--- config.mk ---
export PLATFORM = sky130hd
export DESIGN_NAME = core_top
export DESIGN_NICKNAME = d
export VERILOG_FILES = /design/src/common/core_pkg.sv /design/src/design/decoder.sv /design/src/design/reg_file.sv /design/src/design/reg_exe.sv /design/src/design/execute_unit.sv /design/src/mul/mul_ctrl.sv /design/src/mul/mul_iter_counter.sv /design/src/mul/mul_datapath.sv /design/src/design/core_top.sv
export SDC_FILE = /design/constraint.sdc
export NUM_CORES = 2
export LEC_CHECK = 0
export BUFFER_PORTS_ARGS = -buffer_cell sky130_fd_sc_hd__buf_2
export CAP_MARGIN = 20
export CELL_PAD_IN_SITES_DETAIL_PLACEMENT = 1
export CELL_PAD_IN_SITES_GLOBAL_PLACEMENT = 2
export CORE_UTILIZATION = 45
export CTS_CLUSTER_DIAMETER = 40
export DETAILED_ROUTE_END_ITERATION = 10
export PLACE_DENSITY = 0.79
export SYNTH_ARGS = -nofsm -noshare
export SYNTH_HDL_FRONTEND = slang
export SYNTH_SLANG_ARGS = --single-unit
--- constraint.sdc ---
create_clock -name clk -period 8.33 [get_ports clk]
set_input_delay 0.4165 -clock clk [delete_from_list [all_inputs] [get_ports clk]]
set_output_delay 0.4165 -clock clk [all_outputs]
set_load 0.02 [all_outputs]
--- src/common/core_pkg.sv ---
package core_pkg;

	localparam int reg_idx_w = 5;

	typedef logic [reg_idx_w-1:0] reg_idx_t;

	// major opcodes of the supported subset.
	typedef enum logic [6:0] {
		op_reg    = 7'b0110011,
		op_imm    = 7'b0010011,
		op_branch = 7'b1100011
	} opcode_e;

	typedef enum logic [3:0] {
		alu_add,
		alu_sub,
		alu_and,
		alu_or,
		alu_xor,
		alu_slt,
		alu_pass_b
	} alu_op_e;

	localparam logic [6:0] funct7_mul = 7'b0000001;

	typedef struct packed {
		logic [6:0] funct7;
		reg_idx_t rs2;
		reg_idx_t rs1;
		logic [2:0] funct3;
		reg_idx_t rd;
		opcode_e opcode;
	} r_fmt_t;

	typedef struct packed {
		logic [11:0] imm12;
		reg_idx_t rs1;
		logic [2:0] funct3;
		reg_idx_t rd;
		opcode_e opcode;
	} i_fmt_t;

	// same 32-bit word, two field layouts.
	typedef union packed {
		r_fmt_t r_fmt;
		i_fmt_t i_fmt;
	} instr_u;

endpackage

--- src/design/decoder.sv ---
module decoder (
	input core_pkg::instr_u instr,
	input logic instr_valid,
	output core_pkg::reg_idx_t rs1,
	output core_pkg::reg_idx_t rs2,
	output core_pkg::reg_idx_t rd,
	output logic [31:0] imm,
	output core_pkg::alu_op_e alu_op,
	output logic use_imm,
	output logic we_reg,
	output logic is_branch,
	output logic is_mul
);
	import core_pkg::*;

	always_comb begin
		rs1 = instr.r_fmt.rs1;
		rs2 = instr.r_fmt.rs2;
		rd = instr.r_fmt.rd;
		imm = {{20{instr.i_fmt.imm12[11]}}, instr.i_fmt.imm12};
		alu_op = alu_pass_b;
		use_imm = 1'b0;
		we_reg = 1'b0;
		is_branch = 1'b0;
		is_mul = 1'b0;
		if (instr_valid) begin
			case (instr.r_fmt.opcode)
				op_reg: begin
					we_reg = 1'b1;
					case ({instr.r_fmt.funct7, instr.r_fmt.funct3})
						{7'b0000000, 3'b000}: alu_op = alu_add;
						{7'b0100000, 3'b000}: alu_op = alu_sub;
						{7'b0000000, 3'b111}: alu_op = alu_and;
						{7'b0000000, 3'b110}: alu_op = alu_or;
						{7'b0000000, 3'b100}: alu_op = alu_xor;
						{7'b0000000, 3'b010}: alu_op = alu_slt;
						{funct7_mul, 3'b000}: is_mul = 1'b1;
						default: we_reg = 1'b0; // unknown funct, bubble.
					endcase
				end
				op_imm: begin
					if (instr.i_fmt.funct3 == 3'b000) begin
						we_reg = 1'b1;
						use_imm = 1'b1;
						alu_op = alu_add;
					end
				end
				op_branch: begin
					is_branch = (instr.r_fmt.funct3 == 3'b000); // beq only.
					// B-type offset lives in the funct7 and rd slots.
					imm = {{19{instr.r_fmt.funct7[6]}}, instr.r_fmt.funct7[6], instr.r_fmt.rd[0],
						instr.r_fmt.funct7[5:0], instr.r_fmt.rd[4:1], 1'b0};
				end
				default: ;
			endcase
		end
	end

endmodule

--- src/design/reg_file.sv ---
module reg_file #(
	parameter int data_width = 32
) (
	input logic clk,
	input logic arst_n,
	input core_pkg::reg_idx_t rs1,
	input core_pkg::reg_idx_t rs2,
	input logic we,
	input core_pkg::reg_idx_t wd_idx,
	input logic [data_width-1:0] wd,
	output logic [data_width-1:0] rd1,
	output logic [data_width-1:0] rd2
);
	import core_pkg::*;

	logic [data_width-1:0] regs [2**reg_idx_w];

	always_ff @(posedge clk or negedge arst_n) begin
		if (!arst_n) begin
			for (int i = 0; i < 2**reg_idx_w; i++) begin
				regs[i] <= '0;
			end
		end else if (we && wd_idx != '0) begin
			regs[wd_idx] <= wd;
		end
	end

	// x0 is hardwired, same-cycle write is passed through.
	assign rd1 = (rs1 == '0) ? '0 : (we && wd_idx == rs1) ? wd : regs[rs1];
	assign rd2 = (rs2 == '0) ? '0 : (we && wd_idx == rs2) ? wd : regs[rs2];

endmodule

--- src/design/reg_exe.sv ---
module reg_exe #(
	parameter int data_width = 32
) (
	input logic clk,
	input logic arst_n,
	input logic flush,
	input logic hold,
	input logic [data_width-1:0] src_a,
	input logic [data_width-1:0] src_b,
	input core_pkg::reg_idx_t rs1,
	input core_pkg::reg_idx_t rs2,
	input core_pkg::reg_idx_t rd,
	input logic [31:0] pc,
	input logic [31:0] imm,
	input core_pkg::alu_op_e alu_op,
	input logic use_imm,
	input logic we_reg,
	input logic is_branch,
	input logic is_mul,
	output logic [data_width-1:0] src_a_out,
	output logic [data_width-1:0] src_b_out,
	output core_pkg::reg_idx_t rs1_out,
	output core_pkg::reg_idx_t rs2_out,
	output core_pkg::reg_idx_t rd_out,
	output logic [31:0] pc_out,
	output logic [31:0] imm_out,
	output core_pkg::alu_op_e alu_op_out,
	output logic use_imm_out,
	output logic we_reg_out,
	output logic is_branch_out,
	output logic is_mul_out
);

	always_ff @(posedge clk or negedge arst_n) begin
		if (!arst_n) begin
			we_reg_out <= 1'b0;
			is_branch_out <= 1'b0;
			is_mul_out <= 1'b0;
		end else if (flush) begin // squash to a bubble.
			we_reg_out <= 1'b0;
			is_branch_out <= 1'b0;
			is_mul_out <= 1'b0;
		end else if (!hold) begin
			we_reg_out <= we_reg;
			is_branch_out <= is_branch;
			is_mul_out <= is_mul;
		end
	end

	always_ff @(posedge clk) begin
		if (!hold) begin
			src_a_out <= src_a;
			src_b_out <= src_b;
			rs1_out <= rs1;
			rs2_out <= rs2;
			rd_out <= rd;
			pc_out <= pc;
			imm_out <= imm;
			alu_op_out <= alu_op;
			use_imm_out <= use_imm;
		end
	end

	// a taken branch and a running mul cannot share execute.
	a_flush_hold: assert property (@(posedge clk) disable iff (!arst_n) !(flush && hold))
		else $error("reg_exe: flush and hold high together");

endmodule

--- src/design/execute_unit.sv ---
module execute_unit #(
	parameter int data_width = 32
) (
	input logic clk,
	input logic arst_n,
	input logic [data_width-1:0] src_a,
	input logic [data_width-1:0] src_b,
	input core_pkg::reg_idx_t rs1,
	input core_pkg::reg_idx_t rs2,
	input core_pkg::reg_idx_t rd,
	input logic [31:0] pc,
	input logic [31:0] imm,
	input core_pkg::alu_op_e alu_op,
	input logic use_imm,
	input logic we_reg,
	input logic is_branch,
	input logic is_mul,
	input logic mul_done,
	input logic [data_width-1:0] product,
	output logic [data_width-1:0] fwd_a,
	output logic [data_width-1:0] fwd_b,
	output logic wb_we,
	output core_pkg::reg_idx_t wb_rd,
	output logic [data_width-1:0] wb_data,
	output logic redirect,
	output logic [31:0] redirect_pc
);
	import core_pkg::*;

	logic [data_width-1:0] op_b;
	logic [data_width-1:0] alu_res;

	assign fwd_a = (wb_we && wb_rd != '0 && wb_rd == rs1) ? wb_data : src_a;
	assign fwd_b = (wb_we && wb_rd != '0 && wb_rd == rs2) ? wb_data : src_b;
	assign op_b = use_imm ? data_width'(imm) : fwd_b;

	always_comb begin
		case (alu_op)
			alu_add: alu_res = fwd_a + op_b;
			alu_sub: alu_res = fwd_a - op_b;
			alu_and: alu_res = fwd_a & op_b;
			alu_or: alu_res = fwd_a | op_b;
			alu_xor: alu_res = fwd_a ^ op_b;
			alu_slt: alu_res = {{(data_width-1){1'b0}}, $signed(fwd_a) < $signed(op_b)};
			alu_pass_b: alu_res = op_b;
			default: alu_res = '0;
		endcase
	end

	assign redirect = is_branch && (fwd_a == fwd_b); // beq taken.
	assign redirect_pc = pc + imm;

	// mul writes only once the product is ready.
	always_ff @(posedge clk or negedge arst_n) begin
		if (!arst_n) begin
			wb_we <= 1'b0;
		end else begin
			wb_we <= (we_reg && !is_mul) || mul_done;
		end
	end

	always_ff @(posedge clk) begin
		wb_rd <= rd;
		wb_data <= mul_done ? product : alu_res;
	end

	a_no_redirect_in_mul: assert property (@(posedge clk) disable iff (!arst_n)
		is_mul |-> !redirect)
		else $error("execute_unit: redirect while mul in execute");

	a_done_with_mul: assert property (@(posedge clk) disable iff (!arst_n)
		mul_done |-> is_mul)
		else $error("execute_unit: mul done without mul in execute");

endmodule

--- src/mul/mul_ctrl.sv ---
module mul_ctrl (
	input logic clk,
	input logic arst_n,
	input logic start,
	input logic last,
	output logic stall,
	output logic load,
	output logic step,
	output logic clear,
	output logic done
);

	typedef enum logic [1:0] {
		st_idle,
		st_run,
		st_finish
	} state_e;

	state_e state;
	state_e state_nxt;

	always_ff @(posedge clk or negedge arst_n) begin
		if (!arst_n) begin
			state <= st_idle;
		end else begin
			state <= state_nxt;
		end
	end

	always_comb begin
		state_nxt = state;
		case (state)
			st_idle: if (start) state_nxt = st_run;
			st_run: if (last) state_nxt = st_finish;
			st_finish: state_nxt = st_idle;
			default: state_nxt = st_idle;
		endcase
	end

	assign load = (state == st_idle) && start;
	assign clear = load; // counter restarts with each new mul.
	assign step = (state == st_run);
	assign done = (state == st_finish);
	assign stall = load || step;

	a_last_in_run: assert property (@(posedge clk) disable iff (!arst_n)
		last |-> state == st_run)
		else $error("mul_ctrl: counter last outside run");

endmodule

--- src/mul/mul_iter_counter.sv ---
module mul_iter_counter #(
	parameter int iterations = 32
) (
	input logic clk,
	input logic arst_n,
	input logic clear,
	input logic step,
	output logic last
);

	localparam int cnt_w = (iterations > 1) ? $clog2(iterations) : 1;

	logic [cnt_w-1:0] count;

	always_ff @(posedge clk or negedge arst_n) begin
		if (!arst_n) begin
			count <= '0;
		end else if (clear) begin
			count <= cnt_w'(iterations - 1);
		end else if (step && count != '0) begin
			count <= count - 1'b1;
		end
	end

	assign last = step && (count == '0);

endmodule

--- src/mul/mul_datapath.sv ---
module mul_datapath #(
	parameter int data_width = 32
) (
	input logic clk,
	input logic arst_n,
	input logic load,
	input logic step,
	input logic [data_width-1:0] a,
	input logic [data_width-1:0] b,
	output logic [data_width-1:0] product
);

	logic [data_width-1:0] mcand;
	logic [data_width-1:0] mplier;
	logic [data_width-1:0] acc;

	always_ff @(posedge clk or negedge arst_n) begin
		if (!arst_n) begin
			mcand <= '0;
			mplier <= '0;
			acc <= '0;
		end else if (load) begin
			mcand <= a;
			mplier <= b;
			acc <= '0;
		end else if (step) begin
			if (mplier[0]) begin
				acc <= acc + mcand; // low bits only.
			end
			mcand <= mcand << 1;
			mplier <= mplier >> 1;
		end
	end

	assign product = acc;

endmodule

--- src/design/core_top.sv ---
module core_top #(
	parameter int data_width = 32
) (
	input logic clk,
	input logic arst_n,
	input core_pkg::instr_u instr,
	input logic instr_valid,
	input logic [31:0] pc,
	output logic stall,
	output logic wb_we,
	output core_pkg::reg_idx_t wb_rd,
	output logic [data_width-1:0] wb_data,
	output logic redirect,
	output logic [31:0] redirect_pc
);
	import core_pkg::*;

	reg_idx_t dec_rs1;
	reg_idx_t dec_rs2;
	reg_idx_t dec_rd;
	logic [31:0] dec_imm;
	alu_op_e dec_alu_op;
	logic dec_use_imm;
	logic dec_we_reg;
	logic dec_is_branch;
	logic dec_is_mul;
	logic [data_width-1:0] rf_rd1;
	logic [data_width-1:0] rf_rd2;
	logic [data_width-1:0] ex_src_a;
	logic [data_width-1:0] ex_src_b;
	reg_idx_t ex_rs1;
	reg_idx_t ex_rs2;
	reg_idx_t ex_rd;
	logic [31:0] ex_pc;
	logic [31:0] ex_imm;
	alu_op_e ex_alu_op;
	logic ex_use_imm;
	logic ex_we_reg;
	logic ex_is_branch;
	logic ex_is_mul;
	logic [data_width-1:0] fwd_a;
	logic [data_width-1:0] fwd_b;
	logic [data_width-1:0] product;
	logic mul_load;
	logic mul_step;
	logic mul_clear;
	logic mul_last;
	logic mul_done;

	decoder i_decoder (
		.instr(instr), .instr_valid(instr_valid),
		.rs1(dec_rs1), .rs2(dec_rs2), .rd(dec_rd), .imm(dec_imm), .alu_op(dec_alu_op),
		.use_imm(dec_use_imm), .we_reg(dec_we_reg), .is_branch(dec_is_branch),
		.is_mul(dec_is_mul)
	);

	reg_file #(.data_width(data_width)) i_reg_file (
		.clk(clk), .arst_n(arst_n), .rs1(dec_rs1), .rs2(dec_rs2),
		.we(wb_we), .wd_idx(wb_rd), .wd(wb_data), .rd1(rf_rd1), .rd2(rf_rd2)
	);

	reg_exe #(.data_width(data_width)) i_reg_exe (
		.clk(clk), .arst_n(arst_n), .flush(redirect), .hold(stall),
		.src_a(rf_rd1), .src_b(rf_rd2), .rs1(dec_rs1), .rs2(dec_rs2), .rd(dec_rd),
		.pc(pc), .imm(dec_imm), .alu_op(dec_alu_op), .use_imm(dec_use_imm),
		.we_reg(dec_we_reg), .is_branch(dec_is_branch), .is_mul(dec_is_mul),
		.src_a_out(ex_src_a), .src_b_out(ex_src_b), .rs1_out(ex_rs1), .rs2_out(ex_rs2),
		.rd_out(ex_rd), .pc_out(ex_pc), .imm_out(ex_imm), .alu_op_out(ex_alu_op),
		.use_imm_out(ex_use_imm), .we_reg_out(ex_we_reg), .is_branch_out(ex_is_branch),
		.is_mul_out(ex_is_mul)
	);

	execute_unit #(.data_width(data_width)) i_execute_unit (
		.clk(clk), .arst_n(arst_n), .src_a(ex_src_a), .src_b(ex_src_b),
		.rs1(ex_rs1), .rs2(ex_rs2), .rd(ex_rd), .pc(ex_pc), .imm(ex_imm),
		.alu_op(ex_alu_op), .use_imm(ex_use_imm), .we_reg(ex_we_reg),
		.is_branch(ex_is_branch), .is_mul(ex_is_mul), .mul_done(mul_done),
		.product(product), .fwd_a(fwd_a), .fwd_b(fwd_b), .wb_we(wb_we), .wb_rd(wb_rd),
		.wb_data(wb_data), .redirect(redirect), .redirect_pc(redirect_pc)
	);

	mul_ctrl i_mul_ctrl (
		.clk(clk), .arst_n(arst_n), .start(ex_is_mul), .last(mul_last),
		.stall(stall), .load(mul_load), .step(mul_step), .clear(mul_clear), .done(mul_done)
	);

	mul_iter_counter #(.iterations(data_width)) i_mul_iter_counter (
		.clk(clk), .arst_n(arst_n), .clear(mul_clear), .step(mul_step), .last(mul_last)
	);

	// operands are taken after forwarding.
	mul_datapath #(.data_width(data_width)) i_mul_datapath (
		.clk(clk), .arst_n(arst_n), .load(mul_load), .step(mul_step),
		.a(fwd_a), .b(fwd_b), .product(product)
	);

endmodule

==> impl_metrics.json <==
{
  "synthCells": 5549,
  "antenna_left": 0,
  "skew_ps": 31.42,
  "outcome": "completed",
  "syn_to_final_growth_pct": 14.46,
  "min_path_type": "input pin to flop",
  "final_util_pct": 51.97,
  "grt_use_met1_pct": 41.88,
  "slew_violations": 0,
  "relSlewSlack_pct": 26.78,
  "via_per_inst": 6.463,
  "nets": 5783,
  "powerDensity_nw_per_um2": 336.0,
  "num_vias": 51030,
  "grt_max_degree": 150,
  "clk-insertion-delay-late_ps": 850,
  "setup_violations": 0,
  "first_pass_iters": 5,
  "min_period_ps": 6237,
  "top_usage_layer": "met2",
  "io_pins": 139,
  "cts_setup_buffers": 0,
  "syn_avg_cell_area_um2": 13.35,
  "die-area_um2": 166200,
  "cts_tree": "done",
  "routedWlPerCell_um": 31.85,
  "clkPwrFrac_pct": 31.6,
  "cp_max_fo": 26,
  "clock.fmax_ghz": 0.1603,
  "num_rows": 148,
  "worst_pin_slew_ps": 1096,
  "cts_root_buf": "clkbuf_16",
  "gp_congestion": 0.9583,
  "ys_seq_area_share_pct": 44.40,
  "cts_buffers": 207,
  "sequentialPowerShare_pct": 32.9,
  "die_y_um": 407.7,
  "fin_area_um2": 84790,
  "cp-end-kind": "primary output",
  "ir_worst_vdd_uv": 231.0,
  "cp.required_ps": 7910,
  "nFillCells": 15750,
  "grt_usage_pct": 30.67,
  "cp_cell_sequence": "xnor2_1 > nand4_1 > nor2_4 > buf_4 > mux2i_1 > xnor2_1 > nand4_1 > nor4_1 > nand4_1 > nor4_2 > buf_2",
  "core_um2": 163100,
  "crit_top_cell": "nand4_1",
  "drc": 0,
  "die_w_um": 407.7,
  "rsz0062_at_grt": "no",
  "cts.sinks": 1296,
  "hold_viol": 0,
  "async_flop_share_pct": 87.27,
  "crit_slowest_cell": "nor4_2",
  "grt.overflow.total": 0,
  "start_util_pct": 45.41,
  "hpwlAfterDp_um": 150000,
  "setup_tns_ps": 0,
  "syn_area_um2": 74080,
  "port_buffers": 138,
  "synth_edf_count": 128,
  "cts_max_level": 4,
  "clk_transition_reported_paths_ps": 60,
  "arrival_ps": 5820,
  "globalRouteMet3Util_pct": 4.995,
  "placed_cell_area_um2": 76950,
  "worstSetupPathType": "flop to primary output",
  "crit_buf_inv": 2,
  "wl_um": 251500,
  "hold_ws_ps": 80.23,
  "drtIter0Drc": 4626,
  "use_met2_pct": 48.97,
  "worstSetupStartpointType": "flop",
  "yosysWarnings": 0,
  "synthesis.nets": 5795,
  "synth_flop_cell": "dfrtp_1",
  "p_leak_uw": 0.03775,
  "max_stage_delay_ps": 960,
  "power.total_uw": 28490,
  "period_share_pct": 74.88,
  "synth.distinct_cells": 85,
  "internal_power_uw": 17900,
  "cap_violations": 0,
  "ys_seq_elements": 1296,
  "grt_pass1_wl_um": 379700,
  "p_sw_uw": 10590,
  "crit_family": "simple AND/OR/NAND/NOR gates",
  "clk_path_buf_depth": 3,
  "grt_pass1_vias": 55110,
  "antenna_found_initial": 4,
  "comb_power_share_pct": 35.4,
  "swShare_pct": 37.16,
  "layout-drive-gt1-share_pct": 40.92
}
[what timing repair did]
action                                 CTS  global route
resized for setup                        0             0
endpoints found under the hold margin  124             0
hold buffers                            50             0
[cells in the mapped netlist (all sizes together), types with 25 or more instances]
cell    count  area, um^2
dfxtp      37       740.7
nor2      224       840.8
a211oi     93       698.2
ha        176        2202
inv       126       473.0
clkbuf    432        1622
a21o       46       345.3
mux2      999       11250
o21ai     163       819.5
mux2i     138        1385
edfxtp    128        3844
nand2     276        1036
nor3       44       220.2
mux4      640       14410
a21oi     231        1156
a31oi      25       171.4
nand3      38       190.2
buf        98       385.4
and3       59       369.1
xor2       34       297.8
dfrtp    1131       28300
xnor2      95       832.1
[stage by stage]
stage                     worst slack [ps]  std cells
final                                 2093       7896
after CTS                             1786       7893
after global placement                2138       7451
after detailed placement              1980       7452
after floorplan                      278.7       5549
after global routing                  1866       7895
[power by group through the flow]
stage | logic [uW] | registers (uW) | clock network (uW)
2_1_floorplan | 7040 | 8980 | 0
3_3_place_gp | 9710 | 9280 | 0
3_5_place_dp | 9880 | 9430 | 0
4_1_cts | 9970 | 9370 | 9130
5_1_grt | 10800 | 9590 | 9400
6_report | 10100 | 9380 | 9010
[kinds of logic after synthesis]
kind of cell | synth area share [%]
muxes | 36.51
DFF | 44.40
and+or+nand+nor | 4.691
AOI/OAI and AO/OA | 6.467
buffers and inverters | 3.353
adders and majority gates | 3.054
xor gates and xnor gates | 1.525
[area by class of cell]
| cell class | count | area, um^2 | area share, % |
|---|---|---|---|
| Inverter | 127 | 476.7 | 0.5622 |
| Multi-Input combinational cell | 3596 | 39050 | 46.06 |
| Sequential cell | 1296 | 32890 | 38.79 |
| Antenna cell | 2 | 5.005 | 0.005903 |
| Clock buffer | 254 | 5598 | 6.602 |
| Timing Repair Buffer | 309 | 2330 | 2.748 |
| Tap cell | 2175 | 2721 | 3.210 |
| Clock inverter | 137 | 1710 | 2.017 |
[per-layer routing]
metal | up-vias | wire, um
met5 | - | 0
met4 | 0 | 10850
met3 | 570 | 15330
met2 | 1891 | 119800
met1 | 27460 | 105400
li1 | 21110 | -
[worst min-delay path, delay by kind of cell]
kind	cells	cell delay, ps
buf+inv	1	130
simple gates	1	60
mux	1	130
[final timing paths]
path / from / end / slack (ps) / cells after the start
max: i_execute_unit.wb_rd[4]$_DFF_P_ / redirect / 2090 / 11
min: instr[13] / i_reg_exe.alu_op_out[0]$_SDFFCE_PN0N_ / 80 / 3
max reg2reg: i_execute_unit.wb_rd[4]$_DFF_P_ / i_execute_unit.wb_data[28]$_DFF_P_ / 2230 / 18
min reg2reg: i_reg_exe.rd_out[0]$_DFFE_PN_ / i_execute_unit.wb_rd[0]$_DFF_P_ / 370 / 0
max in group asynchronous: arst_n / i_reg_file.regs[260]$_DFFE_PN0P_ / 6010 / 4
min in group asynchronous: arst_n / i_mul_datapath.product[0]$_DFFE_PN0P_ / 190 / 2
[cells in the final DEF, fill, tap and decap left out, drive strengths merged, types with 59 or more instances in the layout]
| master | n |
|---|---|
| a211oi | 93 |
| a21oi | 231 |
| and3 | 59 |
| buf | 259 |
| clkbuf | 254 |
| dfrtp | 1131 |
| edfxtp | 128 |
| ha | 176 |
| inv | 170 |
| mux2 | 999 |
| mux2i | 138 |
| mux4 | 640 |
| nand2 | 276 |
| nor2 | 224 |
| o21ai | 163 |
| xnor2 | 95 |
[state kept, by name (all words and copies together), names as in the netlist, 32 cells and up]
register,flops
i_execute_unit.wb_data,32
i_mul_datapath.mcand,32
i_mul_datapath.mplier,32
i_mul_datapath.product,32
i_reg_exe.pc_out,32
i_reg_exe.src_a_out,32
i_reg_exe.src_b_out,32
i_reg_file.regs,1024
Power figures use the tool's default switching activity.
